## src/nocPkg.sv

```systemverilog
package nocPkg;

  // ~~~~~~~~~~~~~~~~~~~~~~~~~~~~~~~~~~~~~~~~~~~~~~~~~
  // router geometry and flit encoding
  // ~~~~~~~~~~~~~~~~~~~~~~~~~~~~~~~~~~~~~~~~~~~~~~~~~

  // inputs in order L, N, E, W, S
  localparam int NUM_PORTS = 5;

  typedef logic [2:0]  flitIdT;
  typedef logic [11:0] pktLenT;
  typedef logic [31:0] flitDataT;

  // index into the input array
  typedef logic [$clog2(NUM_PORTS)-1:0] portIdxT;

  // head flit carries the packet length
  localparam flitIdT FLIT_HEAD = 3'b001;

  // ~~~~~~~~~~~~~~~~~~~~~~~~~~~~~~~~~~~~~~~~~~~~~~~~~
  // per-input request bundle and output flit
  // ~~~~~~~~~~~~~~~~~~~~~~~~~~~~~~~~~~~~~~~~~~~~~~~~~

  typedef struct packed {
    logic     req;
    flitIdT   flitId;
    pktLenT   length;
    flitDataT data;
  } portReqT;

  typedef struct packed {
    logic     valid;
    flitDataT data;
  } outFlitT;

endpackage

```

## src/arbPkg.sv

```systemverilog
package arbPkg;

  // one-hot arbiter state, bit 0 is idle and bits 5:1 follow the port order
  typedef enum logic [5:0] {
    ST_IDLE = 6'b000001,
    ST_L    = 6'b000010,
    ST_N    = 6'b000100,
    ST_E    = 6'b001000,
    ST_W    = 6'b010000,
    ST_S    = 6'b100000
  } arbStateT;

  // one bit per input, same order as the input array
  typedef logic [nocPkg::NUM_PORTS-1:0] grantT;

endpackage

```

## src/sliceTimer.sv

```systemverilog
`timescale 1ns/1ps

module sliceTimer (
  input  logic           clk,
  input  logic           rst,
  input  nocPkg::flitIdT flitId,
  input  nocPkg::pktLenT length,
  input  logic           run,
  output logic           timesUp
);

  import nocPkg::*;

  pktLenT limit;
  pktLenT count;

  // limit follows the latest head flit on this input
  always_ff @(posedge clk)
  begin
    if (rst)
    begin
      limit <= '0;
    end
    else if (flitId == FLIT_HEAD)
    begin
      limit <= length;
    end
  end

  // counts only while the holder keeps the slice
  always_ff @(posedge clk)
  begin
    if (rst)
    begin
      count <= '0;
    end
    else if (run)
    begin
      count <= count + 1'b1;
    end
    else
    begin
      count <= '0;
    end
  end

  assign timesUp = (count == limit);

endmodule

```

## src/outputArbiter.sv

```systemverilog
`timescale 1ns/1ps

module outputArbiter (
  input  logic            clk,
  input  logic            rst,
  input  nocPkg::portReqT inPorts [nocPkg::NUM_PORTS],
  output arbPkg::grantT   grant
);

  import nocPkg::*;
  import arbPkg::*;

  arbStateT state;
  arbStateT nextState;
  grantT    reqVec;
  grantT    timesUpVec;
  grantT    runVec;
  grantT    holder;
  portIdxT  holderIdx;
  logic     stay;

  // ~~~~~~~~~~~~~~~~~~~~~~~~~~~~~~~~~~~~~~~~~~~~~~~~~
  // rotation helpers
  // ~~~~~~~~~~~~~~~~~~~~~~~~~~~~~~~~~~~~~~~~~~~~~~~~~

  // first requester at or after first, cyclic
  function automatic grantT pickFrom(input grantT reqs, input portIdxT first);
    grantT   pick;
    portIdxT idx;
    pick = '0;
    // walk backwards so the closest requester wins
    for (int k = NUM_PORTS - 1; k >= 0; k--)
    begin
      idx = portIdxT'((int'(first) + k) % NUM_PORTS);
      if (reqs[idx])
      begin
        pick = '0;
        pick[idx] = 1'b1;
      end
    end
    return pick;
  endfunction

  // cyclic successor of a port
  function automatic portIdxT nextPort(input portIdxT idx);
    portIdxT succ;
    if (idx == portIdxT'(NUM_PORTS - 1))
    begin
      succ = '0;
    end
    else
    begin
      succ = idx + 1'b1;
    end
    return succ;
  endfunction

  // no grant maps back to idle
  function automatic arbStateT toState(input grantT g);
    arbStateT st;
    if (g == '0)
    begin
      st = ST_IDLE;
    end
    else
    begin
      st = arbStateT'({g, 1'b0});
    end
    return st;
  endfunction

  // ~~~~~~~~~~~~~~~~~~~~~~~~~~~~~~~~~~~~~~~~~~~~~~~~~
  // per-input slice timers
  // ~~~~~~~~~~~~~~~~~~~~~~~~~~~~~~~~~~~~~~~~~~~~~~~~~

  always_comb
  begin
    for (int i = 0; i < NUM_PORTS; i++)
    begin
      reqVec[i] = inPorts[i].req;
    end
  end

  for (genvar p = 0; p < NUM_PORTS; p++)
  begin : genTimer
    sliceTimer sliceTimer_inst (
      .clk     (clk),
      .rst     (rst),
      .flitId  (inPorts[p].flitId),
      .length  (inPorts[p].length),
      .run     (runVec[p]),
      .timesUp (timesUpVec[p])
    );
  end

  // ~~~~~~~~~~~~~~~~~~~~~~~~~~~~~~~~~~~~~~~~~~~~~~~~~
  // state machine
  // ~~~~~~~~~~~~~~~~~~~~~~~~~~~~~~~~~~~~~~~~~~~~~~~~~

  assign holder = state[NUM_PORTS:1];
  assign grant  = holder;

  // only the holder can run, and only while it keeps its slice
  assign runVec = holder & reqVec & ~timesUpVec;
  assign stay   = |runVec;

  always_comb
  begin
    case (state)
      ST_L:    holderIdx = portIdxT'(0);
      ST_N:    holderIdx = portIdxT'(1);
      ST_E:    holderIdx = portIdxT'(2);
      ST_W:    holderIdx = portIdxT'(3);
      ST_S:    holderIdx = portIdxT'(4);
      default: holderIdx = '0;
    endcase
  end

  always_comb
  begin
    nextState = ST_IDLE;
    case (state)
      // fixed order L, N, E, W, S
      ST_IDLE:
      begin
        nextState = toState(pickFrom(reqVec, '0));
      end
      ST_L, ST_N, ST_E, ST_W, ST_S:
      begin
        if (stay)
        begin
          nextState = state;
        end
        else
        begin
          // rotate past the holder, holder itself excluded
          nextState = toState(pickFrom(reqVec & ~holder, nextPort(holderIdx)));
        end
      end
      default:
      begin
        nextState = ST_IDLE;
      end
    endcase
  end

  always_ff @(posedge clk)
  begin
    if (rst)
    begin
      state <= ST_IDLE;
    end
    else
    begin
      state <= nextState;
    end
  end

endmodule

```

## src/flitForward.sv

```systemverilog
`timescale 1ns/1ps

module flitForward (
  input  logic            clk,
  input  logic            rst,
  input  arbPkg::grantT   grant,
  input  nocPkg::portReqT inPorts [nocPkg::NUM_PORTS],
  output nocPkg::outFlitT outFlit
);

  import nocPkg::*;

  logic     anyGrant;
  flitDataT selData;
  logic     validQ;
  flitDataT dataQ;

  // and-or mux, grant is one-hot
  always_comb
  begin
    selData = '0;
    for (int i = 0; i < NUM_PORTS; i++)
    begin
      if (grant[i])
      begin
        selData = selData | inPorts[i].data;
      end
    end
  end

  assign anyGrant = |grant;

  always_ff @(posedge clk)
  begin
    if (rst)
    begin
      validQ <= 1'b0;
    end
    else
    begin
      validQ <= anyGrant;
    end
  end

  always_ff @(posedge clk)
  begin
    dataQ <= selData;
  end

  assign outFlit = '{valid: validQ, data: dataQ};

endmodule

```

## src/outputPort.sv

```systemverilog
`timescale 1ns/1ps

module outputPort (
  input  logic            clk,
  input  logic            rst,
  input  nocPkg::portReqT inPorts [nocPkg::NUM_PORTS],
  output arbPkg::grantT   grant,
  output nocPkg::outFlitT outFlit
);

  // grant is registered in the arbiter
  outputArbiter outputArbiter_inst (
    .clk     (clk),
    .rst     (rst),
    .inPorts (inPorts),
    .grant   (grant)
  );

  // one more register stage to the output
  flitForward flitForward_inst (
    .clk     (clk),
    .rst     (rst),
    .grant   (grant),
    .inPorts (inPorts),
    .outFlit (outFlit)
  );

endmodule

```

## config.mk

```make
export PLATFORM = sky130hd
export DESIGN_NAME = outputPort
export DESIGN_NICKNAME = d
export VERILOG_FILES = /design/src/nocPkg.sv /design/src/arbPkg.sv /design/src/sliceTimer.sv /design/src/outputArbiter.sv /design/src/flitForward.sv /design/src/outputPort.sv
export SDC_FILE = /design/constraint.sdc
export NUM_CORES = 1
export LEC_CHECK = 0
export ABC_AREA = 1
export BUFFER_PORTS_ARGS = -buffer_cell sky130_fd_sc_hd__buf_2
export CORE_MARGIN = 1
export CORE_UTILIZATION = 40
export CTS_CLUSTER_DIAMETER = 200
export DETAILED_ROUTE_END_ITERATION = 16
export PLACE_DENSITY = 0.77
export SETUP_SLACK_MARGIN = 0.3
export SLEW_MARGIN = 0
export SYNTH_ARGS = -nofsm -noshare
export SYNTH_HDL_FRONTEND = slang
export SYNTH_SLANG_ARGS = --single-unit
```

## constraint.sdc

```tcl
create_clock -name clk -period 4 [get_ports clk]
set_input_delay 1.2 -clock clk [delete_from_list [all_inputs] [get_ports clk]]
set_output_delay 1.2 -clock clk [all_outputs]
set_load 0.03 [all_outputs]
```

==> flow_summary.ini <==
[synth]
synthCells = 1221
yosys-top-cells-area = dfxtp_1 (36%), nand2_1 (9.1%), a21oi_1 (6.8%), inv_1 (6.0%), nand3_1 (5.8%)
ys_ff_latch = 159
syn_area_per_cell_um2 = 7.17
synth_seq_area_share_pct = 36.3
syn_nets = 1479
synth-edff-count = 0
syn_area_mm2 = 0.00876
yosysWarnings = 0
synthTopCellsByCount = nand2_1 (212), dfxtp_1 (159), inv_1 (141)
synth_ff_type = dfxtp_1
synthArstFlopShare_pct = 0
synth_area_leader_cell = dfxtp_1
ys_types = 46
synth.most_common_cell = nand2_1
synth_top_area_share_pct = 36.3

[die]
core_mm2 = 0.0212
die_h_um = 150
dieArea_mm2 = 0.0225
ios = 280
num_rows = 53
die_w_um = 150
start_util_pct = 41.3

[layout]
final_area_mm2 = 0.0113
diodes = 0
nets = 1764
syn2layout_area_growth_pct = 29.2
drive_gt1_share_pct = 29.7
fill_cells = 2040

[global_route]
grt_pass1_vias = 8092
grt_max_degree = 72
gr-usage-all-layers_pct = 21.2
antenna_found_initial = 1
grt_overflow = 0
grt_pass1_wl_um = 38100

[clocking]
cts_hold_buf = 0
clock_latency_ps = 430
cts_tree = done
cts_buffers = 17
cts-htree-levels = 4
clock_sinks = 159
clk_pin_slew_ps = 70
cts_root_buffer = clkbuf_16
max-clock-path-buffers = 2

[placed_design]
globalplace.congestion = 0.996
placed_area_mm2 = 0.0104
hpwl_um = 18500
io_buffer_count = 279
dpl_worst_slack_ps = 46.6

[power]
power.density_mw_per_mm2 = 489
comb_power_share_pct = 38.6
clkPwrFrac_pct = 27.7
seq_power_share_pct = 33.8
peakVddDrop_uv = 351
leakage_nw = 5.13
swShare_pct = 39.3
internal-power_mw = 3.36
p_sw_mw = 2.17

[route]
routed_wl_um = 25100
ant_nets = 0
wl_per_cell_um = 14.0
drtIter0Drc = 609
drtPass1Iterations = 5
drc = 0
vias = 9047
post_drt_via_cell_ratio = 5.04

[timing]
tns_ps = 0
finalCritPeriodShare_pct = 92.4
setup_viol = 0
tightest_slew_ps = 575
fin_worst_skew_ps = 13.2
clock.fmax_mhz = 271
setup_ws_ps = 304
hold_violations = 0
min_period_ps = 3700
slew_viol_final = 0
rsz0062_at_grt = true
slew_headroom_pct = 61.7

[setup_path]
timing.rr.start = outputArbiter_inst.state[0]
critical_path_class = flop to flop
crit_path_max_incr_delay_ps = 340
cp_common_cell = nand2_2
r2r_end = outputArbiter_inst.state[3]
critPathRequiredTime_ps = 4350
crit_path_end_kind = flop
critPathSlowestCell = dfxtp_2
path_max_fanout = 5
worstSetupStartpointType = flop
arrival_ps = 4050
rrSetupSlack_ps = 300
reg2regPathDepth = 30

[outcome]
status = finished clean

[worst_hold_path]
hold_class = flop to flop
hold_depth = 2

[run]
drv_cap = 0
power by group through the flow:
| stage | registers [mW] | clock network [mW] | logic (mW) |
|---|---|---|---|
| after floorplan | 2.19 | 0 | 1.11 |
| after global placement | 1.89 | 0 | 1.92 |
| after detailed placement | 1.90 | 0 | 1.94 |
| after CTS | 1.87 | 1.57 | 1.98 |
| after global routing | 1.89 | 1.63 | 2.32 |
| final | 1.87 | 1.53 | 2.13 |
placed cells by master (no fill, tap or decap), drive strengths merged:
cell,count
buf,321
nand2,227
dfxtp,159
inv,157
a21oi,119
nand3,112
nor2,94
o21ai,83
xor2,38
a22o,32
xnor2,32
nand4,28
nor3,21
clkbuf,18
ha,16
nor3b,11
a31oi,9
nor4,7
or2,7
or3b,5
clkinvlp,5
and3,4
nand3b,3
or4,2
o21bai,2
clkinv,2
o221a,1
o2111ai,1
o311ai,1
o211ai,1
a211oi,1
cell families (layout without fill, tap and decap cells):
kind of cell / count (synthesis) / after routing / share of synthesized area (%)
buffers and inverters: 205 / 503 / 9.24
adder cells (fa/ha/maj): 16 / 16 / 2.29
AO/OA/AOI/OAI: 250 / 250 / 16.1
AND/OR/NAND/NOR: 521 / 521 / 29.0
XOR/XNOR: 70 / 70 / 7.00
flip-flops: 159 / 159 / 36.3
cell type report:
cell class                 instances  area, µm²  area share, %
clock buffer                      18        429           3.79
inverter                         150        566           5.00
clock inverter                    14        124           1.09
multi-input combinational        857       4930           43.6
sequential                       159       3200           28.2
timing repair buffer             321       1730           15.3
tap                              275        344           3.04
worst max path at each step:
| stage | start | to | slack [ps] | cells after the start |
|---|---|---|---|---|
| floorplan | outputArbiter_inst.state[4] | outputArbiter_inst.state[0] | 310 | 32 |
| global placement | outputArbiter_inst.state[2] | outputArbiter_inst.state[0] | 200 | 31 |
| detailed placement | outputArbiter_inst.state[2] | outputArbiter_inst.state[0] | 50 | 28 |
| CTS | outputArbiter_inst.state[3] | outputArbiter_inst.state[0] | 310 | 30 |
| global route | outputArbiter_inst.state[0] | outputArbiter_inst.state[0] | 50 | 32 |
| finish | outputArbiter_inst.state[0] | outputArbiter_inst.state[3] | 300 | 30 |
registers in the layout (all words and copies together), names as in the netlist:
| signal | cells |
|---|---|
| outputArbiter_inst.state | 6 |
| outputArbiter_inst.genTimer.sliceTimer_inst.limit | 60 |
| flitForward_inst.dataQ | 32 |
| outputArbiter_inst.genTimer.sliceTimer_inst.count | 60 |
| flitForward_inst.validQ | 1 |
routing by layer:
metal  routed length, µm  up-vias  GRT usage (%)
met3                1690       39           4.48
met4                 406        2           7.17
met2               11900      336           34.7
met1               11100     4062           27.6
li1                    -     4608              -
met5                   9        -              0
critical path: cells and delay by family (launching register included):
kind / cells / cell delay, ps
buffers and inverters: 5 / 420
AND/OR/NAND/NOR: 21 / 2160
adder cells (fa/ha/maj): 3 / 540
AO/OA/AOI/OAI: 1 / 140
flip-flops: 1 / 340
what timing repair did:
| action | in CTS | in global routing |
|---|---|---|
| buffers inserted | 6 | 23 |
| endpoints found under the setup margin | 6 | 6 |
| pin swaps | 8 | 31 |
| hold endpoints to repair | 0 | 0 |
| cloned | 0 | 0 |
| resized for setup | 12 | 32 |
through the flow:
step	hold WS, ps	power, mW	utilization, %	instances
after CTS	463	5.41	52.0	1771
after global placement	447	3.82	48.9	1733
after detailed placement	452	3.84	48.9	1733
after global routing	475	5.84	53.3	1794
final	458	5.53	53.3	1794
after floorplan	436	3.30	-	1221
No activity file was read; power rests on OpenSTA's default activity.
